===== src/verilog/lc4_pkg.sv =====
// ------------------------------------------------
// lc4 shared types: words, register numbers, nzp,
// opcode and alu enums, field positions
// ------------------------------------------------
package lc4_pkg;

    // data, pc and instruction words are all 16 bits
    typedef logic [15:0] word_t;
    typedef logic [2:0]  reg_idx_t;
    // n z p, one hot
    typedef logic [2:0]  nzp_t;

    // major opcode field, bits 15:12
    typedef enum logic [3:0] {
        OP_BR      = 4'b0000,
        OP_ARITH   = 4'b0001,
        OP_LOGIC   = 4'b0101,
        OP_CONST   = 4'b1001,
        OP_JMP     = 4'b1100,
        OP_HICONST = 4'b1101
    } op_t;

    // operations the alu knows about
    typedef enum logic [3:0] {
        ALU_ADD, ALU_SUB, ALU_MUL, ALU_ADDI,
        ALU_AND, ALU_OR, ALU_XOR, ALU_NOT,
        ALU_CONST, ALU_HICONST, ALU_BRANCH, ALU_JUMP
    } alu_op_t;

    // four-phase handshake with instruction memory
    typedef enum logic [1:0] {
        F_IDLE, F_WAIT_ACK, F_WAIT_RELEASE
    } fetch_state_t;

    // msb of each instruction field
    localparam int INSN_OP_MSB = 15;
    localparam int RD_MSB      = 11;
    localparam int RS_MSB      = 8;
    localparam int SUBOP_MSB   = 5;
    localparam int RT_MSB      = 2;

    // condition code of a signed value
    function automatic nzp_t nzp_of(input word_t value);
        return value[15] ? 3'b100 : ((value == '0) ? 3'b010 : 3'b001);
    endfunction

endpackage


===== src/verilog/insn_queue.sv =====
// ------------------------------------------------
// instruction queue: in-order fifo of insn/pc pairs
// ------------------------------------------------
`timescale 1ns/1ns
module insn_queue
    import lc4_pkg::*;
#(
    parameter int QUEUE_DEPTH = 4
) (
    input  logic  gwe,
    input  logic  i_reset,
    input  logic  i_flush,
    input  logic  i_push,
    input  word_t i_insn,
    input  word_t i_pc,
    input  logic  i_pop,
    output logic  o_full,
    output logic  o_valid,
    output word_t o_insn,
    output word_t o_pc
);
    localparam int PTR_W = $clog2(QUEUE_DEPTH);

    word_t            insn_mem [QUEUE_DEPTH];
    word_t            pc_mem   [QUEUE_DEPTH];
    logic [PTR_W-1:0] wr_ptr;
    logic [PTR_W-1:0] rd_ptr;
    // one extra bit so full and empty differ
    logic [PTR_W:0]   count;
    logic             do_push;
    logic             do_pop;

    assign o_full  = (count == (PTR_W + 1)'(QUEUE_DEPTH));
    assign o_valid = (count != '0);
    assign do_push = i_push && !o_full;
    assign do_pop  = i_pop && o_valid;
    // head is read straight out of the array
    assign o_insn  = insn_mem[rd_ptr];
    assign o_pc    = pc_mem[rd_ptr];

    always_ff @(posedge gwe) begin
        if (i_reset || i_flush) begin
            wr_ptr <= '0;
            rd_ptr <= '0;
            count  <= '0;
        end else begin
            // pointers wrap on their own, depth is a power of two
            if (do_push) begin
                wr_ptr <= wr_ptr + 1'b1;
            end
            if (do_pop) begin
                rd_ptr <= rd_ptr + 1'b1;
            end
            case ({do_push, do_pop})
                2'b10:   count <= count + 1'b1;
                2'b01:   count <= count - 1'b1;
                default: count <= count;
            endcase
        end
    end

    always_ff @(posedge gwe) begin
        if (do_push) begin
            insn_mem[wr_ptr] <= i_insn;
            pc_mem[wr_ptr]   <= i_pc;
        end
    end

endmodule


===== src/verilog/lc4_alu.sv =====
// ------------------------------------------------
// lc4 alu: arithmetic, logic, constants and
// branch/jump targets
// ------------------------------------------------
`timescale 1ns/1ns
module lc4_alu
    import lc4_pkg::*;
(
    input  alu_op_t i_op,
    input  word_t   i_pc,
    input  word_t   i_a,
    input  word_t   i_b,
    input  word_t   i_imm,
    output word_t   o_result
);
    word_t pc_next;
    word_t product;

    assign pc_next = i_pc + 16'd1;
    // low 16 bits of the product only
    assign product = i_a * i_b;

    always_comb begin
        case (i_op)
            ALU_ADD:     o_result = i_a + i_b;
            ALU_SUB:     o_result = i_a - i_b;
            ALU_MUL:     o_result = product;
            ALU_ADDI:    o_result = i_a + i_imm;
            ALU_AND:     o_result = i_a & i_b;
            ALU_OR:      o_result = i_a | i_b;
            ALU_XOR:     o_result = i_a ^ i_b;
            ALU_NOT:     o_result = ~i_a;
            // immediate already sign extended by the decoder
            ALU_CONST:   o_result = i_imm;
            // upper byte from the immediate, lower byte of rd kept
            // rd arrives on the a input
            ALU_HICONST: o_result = {i_imm[7:0], i_a[7:0]};
            // both targets are pc + 1 + offset
            ALU_BRANCH,
            ALU_JUMP:    o_result = pc_next + i_imm;
            default:     o_result = '0;
        endcase
    end

endmodule


===== src/verilog/lc4_core.sv =====
// ------------------------------------------------
// lc4 core top: fetch -> insn queue -> execute
// ------------------------------------------------
`timescale 1ns/1ns
module lc4_core
    import lc4_pkg::*;
#(
    parameter word_t RESET_PC    = 16'h8200,
    parameter int    QUEUE_DEPTH = 4
) (
    input  logic     gwe,
    input  logic     i_reset,
    input  logic     i_imem_ack,
    input  word_t    i_imem_data,
    output logic     o_imem_req,
    output word_t    o_imem_addr,
    output logic     o_retire,
    output word_t    o_retire_pc,
    output word_t    o_retire_insn,
    output logic     o_rf_we,
    output reg_idx_t o_rf_wsel,
    output word_t    o_rf_data,
    output logic     o_nzp_we,
    output nzp_t     o_nzp_bits
);
    // fetch to queue
    logic  f_push;
    word_t f_insn, f_pc;
    // queue to execute
    logic  q_full, q_valid;
    word_t q_insn, q_pc;
    // execute back to queue and fetch
    logic  x_pop, x_redirect;
    word_t x_target;

    lc4_fetch #(.RESET_PC(RESET_PC)) u_fetch (
        .gwe(gwe), .i_reset(i_reset),
        .i_imem_ack(i_imem_ack), .i_imem_data(i_imem_data),
        .i_queue_full(q_full), .i_redirect(x_redirect), .i_target(x_target),
        .o_imem_req(o_imem_req), .o_imem_addr(o_imem_addr),
        .o_push(f_push), .o_insn(f_insn), .o_pc(f_pc)
    );

    // a taken branch or jump empties the queue
    insn_queue #(.QUEUE_DEPTH(QUEUE_DEPTH)) u_queue (
        .gwe(gwe), .i_reset(i_reset), .i_flush(x_redirect),
        .i_push(f_push), .i_insn(f_insn), .i_pc(f_pc), .i_pop(x_pop),
        .o_full(q_full), .o_valid(q_valid), .o_insn(q_insn), .o_pc(q_pc)
    );

    lc4_execute u_execute (
        .gwe(gwe), .i_reset(i_reset),
        .i_valid(q_valid), .i_insn(q_insn), .i_pc(q_pc),
        .o_pop(x_pop), .o_redirect(x_redirect), .o_target(x_target),
        .o_retire(o_retire), .o_retire_pc(o_retire_pc),
        .o_retire_insn(o_retire_insn), .o_rf_we(o_rf_we),
        .o_rf_wsel(o_rf_wsel), .o_rf_data(o_rf_data),
        .o_nzp_we(o_nzp_we), .o_nzp_bits(o_nzp_bits)
    );

endmodule


===== src/verilog/lc4_decoder.sv =====
// ------------------------------------------------
// lc4 decoder: register selects, enables, alu op
// and sign-extended immediate
// ------------------------------------------------
`timescale 1ns/1ns
module lc4_decoder
    import lc4_pkg::*;
(
    input  word_t    i_insn,
    output reg_idx_t o_rs,
    output reg_idx_t o_rt,
    output reg_idx_t o_rd,
    output logic     o_rf_we,
    output logic     o_nzp_we,
    output alu_op_t  o_alu_op,
    output word_t    o_imm,
    output nzp_t     o_br_mask
);
    logic [2:0] subop;

    assign o_rd  = i_insn[RD_MSB -: 3];
    assign o_rs  = i_insn[RS_MSB -: 3];
    assign o_rt  = i_insn[RT_MSB -: 3];
    assign subop = i_insn[SUBOP_MSB -: 3];

    always_comb begin
        // anything not matched below falls out as a nop
        o_rf_we   = 1'b0;
        o_nzp_we  = 1'b0;
        o_alu_op  = ALU_ADD;
        o_imm     = '0;
        o_br_mask = '0;
        case (op_t'(i_insn[INSN_OP_MSB -: 4]))
            OP_BR: begin
                // mask 000 never matches, so it retires as a nop
                o_alu_op  = ALU_BRANCH;
                o_imm     = {{7{i_insn[8]}}, i_insn[8:0]};
                o_br_mask = i_insn[11:9];
            end
            OP_ARITH: begin
                o_rf_we  = 1'b1;
                o_nzp_we = 1'b1;
                o_imm    = {{11{i_insn[4]}}, i_insn[4:0]};
                if (i_insn[5]) begin
                    o_alu_op = ALU_ADDI;
                end else begin
                    case (subop)
                        3'b000:  o_alu_op = ALU_ADD;
                        3'b001:  o_alu_op = ALU_MUL;
                        3'b010:  o_alu_op = ALU_SUB;
                        // div dropped
                        default: begin
                            o_rf_we  = 1'b0;
                            o_nzp_we = 1'b0;
                        end
                    endcase
                end
            end
            OP_LOGIC: begin
                // register forms only, and-immediate is a nop here
                o_rf_we  = 1'b1;
                o_nzp_we = 1'b1;
                case (subop)
                    3'b000:  o_alu_op = ALU_AND;
                    3'b001:  o_alu_op = ALU_NOT;
                    3'b010:  o_alu_op = ALU_OR;
                    3'b011:  o_alu_op = ALU_XOR;
                    default: begin
                        o_rf_we  = 1'b0;
                        o_nzp_we = 1'b0;
                    end
                endcase
            end
            OP_CONST: begin
                o_rf_we  = 1'b1;
                o_nzp_we = 1'b1;
                o_alu_op = ALU_CONST;
                o_imm    = {{7{i_insn[8]}}, i_insn[8:0]};
            end
            OP_HICONST: begin
                o_rf_we  = i_insn[8];
                o_nzp_we = i_insn[8];
                o_alu_op = ALU_HICONST;
                o_imm    = {8'h00, i_insn[7:0]};
            end
            OP_JMP: begin
                // only the pc-relative form, jmpr is a nop
                if (i_insn[11]) begin
                    o_alu_op = ALU_JUMP;
                    o_imm    = {{5{i_insn[10]}}, i_insn[10:0]};
                end
            end
            default: o_alu_op = ALU_ADD;
        endcase
    end

endmodule


===== src/verilog/lc4_execute.sv =====
// ------------------------------------------------
// execute unit: decode, read, compute, nzp, branch
// resolve and the retirement trace
// ------------------------------------------------
`timescale 1ns/1ns
module lc4_execute
    import lc4_pkg::*;
(
    input  logic     gwe,
    input  logic     i_reset,
    input  logic     i_valid,
    input  word_t    i_insn,
    input  word_t    i_pc,
    output logic     o_pop,
    output logic     o_redirect,
    output word_t    o_target,
    output logic     o_retire,
    output word_t    o_retire_pc,
    output word_t    o_retire_insn,
    output logic     o_rf_we,
    output reg_idx_t o_rf_wsel,
    output word_t    o_rf_data,
    output logic     o_nzp_we,
    output nzp_t     o_nzp_bits
);
    reg_idx_t rs, rt, rd, rs_sel;
    logic     rf_we, nzp_we, br_taken;
    alu_op_t  alu_op;
    word_t    imm, rs_data, rt_data, alu_result;
    nzp_t     br_mask, nzp_q, new_nzp;

    lc4_decoder u_decoder (
        .i_insn(i_insn), .o_rs(rs), .o_rt(rt), .o_rd(rd),
        .o_rf_we(rf_we), .o_nzp_we(nzp_we), .o_alu_op(alu_op),
        .o_imm(imm), .o_br_mask(br_mask)
    );

    // hiconst reads rd so its low byte can be kept
    assign rs_sel = (alu_op == ALU_HICONST) ? rd : rs;

    lc4_regfile u_regfile (
        .gwe(gwe), .i_reset(i_reset), .i_rs(rs_sel), .i_rt(rt), .i_rd(rd),
        .i_we(i_valid && rf_we), .i_wdata(alu_result),
        .o_rs_data(rs_data), .o_rt_data(rt_data)
    );

    lc4_alu u_alu (
        .i_op(alu_op), .i_pc(i_pc), .i_a(rs_data), .i_b(rt_data),
        .i_imm(imm), .o_result(alu_result)
    );

    // one instruction per cycle, the head is always taken
    assign o_pop      = i_valid;
    assign new_nzp    = nzp_of(alu_result);
    assign br_taken   = (alu_op == ALU_BRANCH) && ((br_mask & nzp_q) != '0);
    assign o_redirect = i_valid && (br_taken || (alu_op == ALU_JUMP));
    assign o_target   = alu_result;

    always_ff @(posedge gwe) begin
        if (i_reset) begin
            nzp_q    <= '0;
            o_retire <= 1'b0;
        end else begin
            o_retire <= i_valid;
            if (i_valid && nzp_we) begin
                nzp_q <= new_nzp;
            end
        end
    end

    // trace payload, meaningful while o_retire is high
    always_ff @(posedge gwe) begin
        if (i_valid) begin
            o_retire_pc   <= i_pc;
            o_retire_insn <= i_insn;
            o_rf_we       <= rf_we;
            o_rf_wsel     <= rd;
            o_rf_data     <= alu_result;
            o_nzp_we      <= nzp_we;
            o_nzp_bits    <= new_nzp;
        end
    end

endmodule


===== src/verilog/lc4_fetch.sv =====
// ------------------------------------------------
// fetch unit: pc register and four-phase req/ack
// handshake with instruction memory
// ------------------------------------------------
`timescale 1ns/1ns
module lc4_fetch
    import lc4_pkg::*;
#(
    parameter word_t RESET_PC = 16'h8200
) (
    input  logic  gwe,
    input  logic  i_reset,
    input  logic  i_imem_ack,
    input  word_t i_imem_data,
    input  logic  i_queue_full,
    input  logic  i_redirect,
    input  word_t i_target,
    output logic  o_imem_req,
    output word_t o_imem_addr,
    output logic  o_push,
    output word_t o_insn,
    output word_t o_pc
);
    fetch_state_t state;
    word_t        pc_q;
    // set when a redirect lands while a request is outstanding
    logic         discard_q;
    logic         capture;
    word_t        next_addr;

    // a redirect seen in idle goes straight out as the next address
    assign next_addr  = i_redirect ? i_target : pc_q;
    assign o_imem_req = (state == F_WAIT_ACK);
    assign capture    = (state == F_WAIT_ACK) && i_imem_ack;

    always_ff @(posedge gwe) begin
        if (i_reset) begin
            state       <= F_IDLE;
            pc_q        <= RESET_PC;
            o_imem_addr <= RESET_PC;
            discard_q   <= 1'b0;
            o_push      <= 1'b0;
        end else begin
            o_push <= 1'b0;
            if (i_redirect) begin
                pc_q <= i_target;
            end
            case (state)
                F_IDLE: begin
                    // back-pressure, a full queue holds us here
                    // a redirect flushes the queue on this edge
                    if (!i_queue_full || i_redirect) begin
                        o_imem_addr <= next_addr;
                        state       <= F_WAIT_ACK;
                    end
                end
                F_WAIT_ACK: begin
                    if (i_imem_ack) begin
                        state     <= F_WAIT_RELEASE;
                        discard_q <= 1'b0;
                        // stale word after a redirect is dropped
                        if (!discard_q && !i_redirect) begin
                            o_push <= 1'b1;
                            pc_q   <= o_imem_addr + 16'd1;
                        end
                    end else if (i_redirect) begin
                        discard_q <= 1'b1;
                    end
                end
                F_WAIT_RELEASE: begin
                    // memory must drop ack before the next req
                    if (!i_imem_ack) begin
                        state <= F_IDLE;
                    end
                end
                default: state <= F_IDLE;
            endcase
        end
    end

    // word and its address, valid with o_push
    always_ff @(posedge gwe) begin
        if (capture) begin
            o_insn <= i_imem_data;
            o_pc   <= o_imem_addr;
        end
    end

endmodule


===== src/verilog/lc4_regfile.sv =====
// ------------------------------------------------
// register file: 8 x 16, two async reads, one write
// ------------------------------------------------
`timescale 1ns/1ns
module lc4_regfile
    import lc4_pkg::*;
(
    input  logic     gwe,
    input  logic     i_reset,
    input  reg_idx_t i_rs,
    input  reg_idx_t i_rt,
    input  reg_idx_t i_rd,
    input  logic     i_we,
    input  word_t    i_wdata,
    output word_t    o_rs_data,
    output word_t    o_rt_data
);
    word_t regs [8];

    // reads see the old value until the write edge
    assign o_rs_data = regs[i_rs];
    assign o_rt_data = regs[i_rt];

    always_ff @(posedge gwe) begin
        if (i_reset) begin
            for (int i = 0; i < 8; i++) begin
                regs[i] <= '0;
            end
        end else if (i_we) begin
            regs[i_rd] <= i_wdata;
        end
    end

endmodule


===== config.mk =====
export PLATFORM = sky130hd
export DESIGN_NAME = lc4_core
export DESIGN_NICKNAME = d
export VERILOG_FILES = /design/src/verilog/lc4_pkg.sv /design/src/verilog/insn_queue.sv /design/src/verilog/lc4_alu.sv /design/src/verilog/lc4_core.sv /design/src/verilog/lc4_decoder.sv /design/src/verilog/lc4_execute.sv /design/src/verilog/lc4_fetch.sv /design/src/verilog/lc4_regfile.sv
export SDC_FILE = /design/constraint.sdc
export NUM_CORES = 1
export LEC_CHECK = 0
export BUFFER_PORTS_ARGS = -buffer_cell sky130_fd_sc_hd__buf_2
export CAP_MARGIN = 20
export CORE_ASPECT_RATIO = 1.25
export CORE_MARGIN = 5
export CORE_UTILIZATION = 60
export CTS_BUF_LIST = sky130_fd_sc_hd__clkbuf_16
export DETAILED_ROUTE_END_ITERATION = 16
export GPL_ROUTABILITY_DRIVEN = 0
export PLACE_DENSITY_LB_ADDON = 0.2
export SKIP_LAST_GASP = 1
export SYNTH_ARGS = -nofsm -noshare
export SYNTH_HDL_FRONTEND = slang
export SYNTH_SLANG_ARGS = --single-unit

===== constraint.sdc =====
create_clock -name gwe -period 10.4 [get_ports gwe]
set_input_delay 1.04 -clock gwe [delete_from_list [all_inputs] [get_ports gwe]]
set_output_delay 1.04 -clock gwe [all_outputs]
set_load 0.005 [all_outputs]

# ---- After elaboration in Yosys (flattened, before gate mapping)
# Memory sizes are Yosys's and may differ from the RTL's. A register that Yosys moved wholly into a read port is not among the register bits.
# Index checks and enable logic that the tools add are counted.
dict set report word_totals {
  mem_bits_rw 256
  register_bits 134
  mem_count 3
}
dict set report classes {
  n_addsub 10
  eq_ne 27
  bitwise_logic 7
  mul 1
  n_mux 42
  n_reduce_logical 30
}
# memory words width rd rd_ports_with_merged_regs write_ports line
set mem_list {}
lappend mem_list {u_execute.u_regfile.regs 8 16 2 0 8 lc4_regfile.sv:18} ;# word_t regs [8];
lappend mem_list {u_queue.insn_mem 4 16 1 1 1 insn_queue.sv:24} ;# word_t insn_mem [QUEUE_DEPTH];
lappend mem_list {u_queue.pc_mem 4 16 1 1 1 insn_queue.sv:25} ;# word_t pc_mem [QUEUE_DEPTH];
# operator count
set op_table {}
lappend op_table {{$pmux 16 s11} 1}
lappend op_table {{$mux 16} 6}
lappend op_table {{$pmux 16 s4} 1}
lappend op_table {{$add 16x16->16} 3}
lappend op_table {{$add 16x1->16 const B} 2}
lappend op_table {{$eq 4x4->1 const B} 7}
lappend op_table {{$pmux 4 s6} 1}
lappend op_table {{$eq 4x3->1 const B} 5}
lappend op_table {{$mux 2} 9}
lappend op_table {{$and 16x16->16} 1}
lappend op_table {{$logic_not 16->1} 1}
lappend op_table {{$mul 16x16->16} 1}
lappend op_table {{$not 16->16} 1}
lappend op_table {{$or 16x16->16} 1}
lappend op_table {{$reduce_or 16->1} 1}
lappend op_table {{$sub 16x16->16} 1}
lappend op_table {{$xor 16x16->16} 1}
lappend op_table {{$mux 1} 14}
lappend op_table {{$mux 3} 4}
lappend op_table {{$pmux 3 s4} 1}
lappend op_table {{$eq 4x1->1 const B} 2}
lappend op_table {{$eq 4x2->1 const B} 2}
lappend op_table {{$logic_not 4->1} 2}
lappend op_table {{$eq 3x2->1 const B} 2}
lappend op_table {{other kinds (28)} 47}

# ---- Longest topological paths before layout
dict set report depth {
  word_depth 13
  ltp_mapped 38
  depth_no_buf 33
}

# ---- Hierarchy
# A second synthesis with hierarchy kept.
dict set report unflattened {
  hier_cells 1973
  area_unflattened_um2 24136.9
}
# mod area_per_inst_um2 seq_area_each_um2 n_inst cells_per_inst
set modules_own_cells {}
lappend modules_own_cells {lc4_regfile 6975.4 3843.7 1 430}
lappend modules_own_cells {lc4_alu 6956.7 0.0 1 943}
lappend modules_own_cells {insn_queue 5106.1 4023.9 1 221}
lappend modules_own_cells {lc4_fetch 2672.6 1681.6 1 220}
lappend modules_own_cells {lc4_execute 1930.6 1731.7 1 86}
lappend modules_own_cells {lc4_decoder 495.5 0.0 1 73}

# ---- Worst setup path after synthesis
# Ideal clock, no wire load.
dict set report synth_timing {
  path_type {register -> register}
  from {register (tool-made name)}
  to {memory u_execute.u_regfile.regs[4][15] in the netlist's numbering, data pin}
  path_stages_with_launch 34
  period_less_slack_ns 8.646
  arrival_ns 8.385
  setup_time_ns 0.261
  slack_ns 1.754
  n_path_buf 4
  path_cell_list {dfxtp_1 -> buf_6 -> mux4_2 -> nand4b_1 -> mux2i_1 -> buf_4 -> buf_6 -> mux2i_1 -> mux2i_1 -> mux2i_1 -> inv_1 -> ha_1 -> inv_1 -> fa_1 -> fa_1 -> fa_1 -> inv_1 -> ha_1 -> fa_1 -> inv_1 -> fa_1 -> inv_1 -> ha_1 -> a21o_1 -> a31oi_1 -> o21ai_0 -> a21o_1 -> a21oi_1 -> xnor2_1 -> xnor3_1 -> a221oi_2 -> and2_1 -> buf_4 -> nor2_1}
}
# element line
set synth_rtl {}
lappend synth_rtl {{end, declared} lc4_regfile.sv:18}

==> flow_summary.toml <==
[detailed_routing]
vias_per_cell = 6.38
route.vias.total = 17000
drt_drc_violations_left = 0
dr.pass1.iters = 5
post_drt_wl_per_cell_um = 25.3
detailedRoute.firstIterationViolations = 1707
wirelength_um = 67400
detail-route-antenna-nets = 0

[clock_network]
clock_path_buffers = 3
holdBufCountCts = 0
clock_network_latency_to_the_later_pin_of_the_worst_skew_pair_ns = 0.55
cts_htree_levels = 2
numCtsBuffers = 38
root_buffer = "sky130_fd_sc_hd__clkbuf_16"
cts_setup_buffers = 0
clock_transition_at_path_regs_ns = 0.07
tritoncts_num_sinks = 388
cts_repair_resize_count = 0
cts_tree = "yes"

[floorplan]
coreArea_um2 = 38800
design.die.area_um2 = 43100
die_h_um = 231
rows = 81
chipWidth_um = 187
floorplan.io_pins = 93
initial_core_util_pct = 60.3

[sta]
worst_case_headroom_to_the_max_slew_limit_pct = 23.3
worst_pin_slew_ns = 1.14
setup_repair_after_global_routing_missed_its_margin = "no"
fin_tns_setup_ns = 0
timing_hold_violations_final = 0
slew_viol_final = 0
layout_worst_path_cycle_share_pct = 95.8
worst_hold_slack_ns = 0.480
max_freq_mhz = 100
final_period_minus_worst_setup_slack_ns = 9.96
worst_clock_skew_ns = 0.0336
final-setup-viol-count = 0

[final_layout]
most-common-layout-cells = "339 x sky130_fd_sc_hd__edfxtp_1, 295 x sky130_fd_sc_hd__nor2_1, 198 x sky130_fd_sc_hd__inv_1"
register_area_um2 = 11200
post_route_insts_no_fill = 2662
final_core_util_pct = 66.6
multiInputGateArea_um2 = 11100
areaGrowthSynthToFinish_pct = 10.5
commonest_non_fill_non_tap_cell_in_the_layout = "sky130_fd_sc_hd__edfxtp_1"
nFillCells = 2871
final_nets = 2355
final_layout_size_suffix_gt1_share_pct = 15.1

[global_routing]
groute.usage.overall_pct = 30.9
grt_start_max_net_pins = 55
grt_pass1_wl_um = 102000
first_global_vias = 17300
globalRouteOverflowTotal = 0
initial_antenna_violation_count = 0

[critical_path]
cp_num_buf_inv = 7
cp_common_cell = "sky130_fd_sc_hd__inv_1"
crit_path_max_incr_delay_ns = 0.66
timing.critical_path.from_type = "flip-flop"
timing.critical_path.fanout_max = 51
timing.critical_path.to_type = "flip-flop"
worst_path_required_ns = 10.80
critPathSlowestCell = "sky130_fd_sc_hd__mux4_2"
critPathKind = "flip-flop to flip-flop"
critical-path-top-delay-family = "adder cells"
cp_data_arrival_time_ns = 10.36

[yosys]
yosys_register_bits = 388
synth.yosys.seq_area_share_pct = 47.7
synth.distinct_cells = 82
post_synth_inst_count = 2026
leading_area_contributor_after_synthesis = "sky130_fd_sc_hd__edfxtp_1"
synth_area_per_cell_um2 = 11.5
mapped_area_um2 = 23400
syn_nets = 2246
synth_edf_count = 339
number_of_synthesis_warnings = 0
synth_top_area_share_pct = 43.5
yosys_most_used_dff = "sky130_fd_sc_hd__edfxtp_1"
ys_async_sr_fraction_pct = 0
netlist_top_cells_area = "sky130_fd_sc_hd__edfxtp_1 44%, sky130_fd_sc_hd__fa_1 7.1%, sky130_fd_sc_hd__ha_1 6.3%, sky130_fd_sc_hd__mux4_2 6.2%, sky130_fd_sc_hd__nor2_1 4.7%"

[place]
placed_cells = 2584
post-dp-hpwl_um = 47200
io_buffers = 92

[worst_hold_path]
hp-class = "flip-flop to flip-flop"
worst_hold_startpoint = "u_execute.nzp_q[0]"

[run]
max-cap-violations = 0

[run_status]
run_status = "finished, final reports clean"
## metal layers
metal	wire (um)	track usage, %	vias to the layer above
met5	0	0	-
met4	4160	15.9	0
met3	6020	5.29	250
met2	32500	51.1	998
met1	24700	39.4	8357
li1	-	-	7385
## worst paths after layout
kind / slack (ns) / end / cells after the start
setup / recovery: 0.44 / u_execute.o_nzp_bits[1] / 32
hold / removal: 0.48 / u_execute.nzp_q[0] / 1
setup reg to reg: 0.44 / u_execute.o_nzp_bits[1] / 32
hold reg to reg: 0.48 / u_execute.nzp_q[0] / 1
## synth_stat cells, drive strengths merged, types with 3 or more instances
master / count
a2111oi: 3
a211oi: 31
a21boi: 8
a21o: 15
a21oi: 88
a221o: 6
a221oi: 13
a22oi: 3
a31oi: 12
a32o: 3
and2: 18
and3: 9
and4: 5
buf: 40
clkbuf: 67
clkinv: 3
dfxtp: 49
edfxtp: 339
fa: 83
ha: 118
inv: 190
mux2: 3
mux2i: 110
mux4: 64
nand2: 164
nand2b: 10
nand3: 23
nand3b: 4
nand4b: 4
nor2: 295
nor2b: 17
nor3: 14
nor3b: 4
nor4: 7
o211ai: 9
o21a: 4
o21ai: 61
o221ai: 6
o22ai: 4
xnor2: 54
xnor3: 3
xor2: 24
## flip-flops by register name, summed over array words and instances (netlist names), 2 cells and up, named ones only
name,count
u_execute.o_retire_pc,16
u_fetch.pc_q,16
u_queue.pc_mem,64
u_fetch.o_pc,16
u_execute.o_rf_wsel,2
u_execute.o_nzp_bits,2
u_queue.wr_ptr,2
u_fetch.o_insn,16
u_queue.count,3
u_queue.insn_mem,64
u_execute.nzp_q,3
u_execute.u_regfile.regs,128
u_fetch.o_imem_addr,16
u_fetch.state,2
u_execute.o_rf_data,16
u_queue.rd_ptr,2
u_execute.o_retire_insn,14
## worst register-to-register path, delay by kind of cell (launching register included)
family / cells / cell delay [ns]
compound gates: 6 / 1.44
flops: 1 / 0.48
simple gates: 4 / 1.32
mux: 5 / 1.82
fa+ha+maj: 8 / 3.12
xor+xnor: 2 / 0.69
buf+inv: 7 / 0.93
## per-stage QoR
step	cell area (um2)	setup WS, ns
floorplan	23400	1.75
global placement	24600	0.454
detailed placement	24600	0.360
CTS	25800	0.341
global route	25800	0.00623
finish	25800	0.440
## cells by family (layout without fill, tap and decap cells)
| group | Yosys count | in the layout | share of synthesized area [%] |
|---|---|---|---|
| AO/OA/AOI/OAI | 294 | 294 | 8.27 |
| adder cells (fa/ha/maj) | 201 | 201 | 13.4 |
| AND/OR/NAND/NOR | 585 | 585 | 10.9 |
| flip-flops | 388 | 388 | 47.7 |
| buffers and inverters | 300 | 437 | 5.38 |
| other | 0 | 1 | 0 |
| XOR/XNOR | 81 | 81 | 3.21 |
| multiplexers | 177 | 177 | 11.1 |
## area by class of cell
type	count	share of cell area [%]
repair buffers	176	4.41
flip-flops and latches	388	43.2
multi-input cells	1338	42.8
clock buffers	38	3.68
clock inverters	30	0.731
diodes	1	0.00968
well taps	498	2.41
inverters	193	2.80
Power is left out: the tool's default activity adds up to more than one toggle a clock period on the data nets, which glitch-free logic cannot reach.
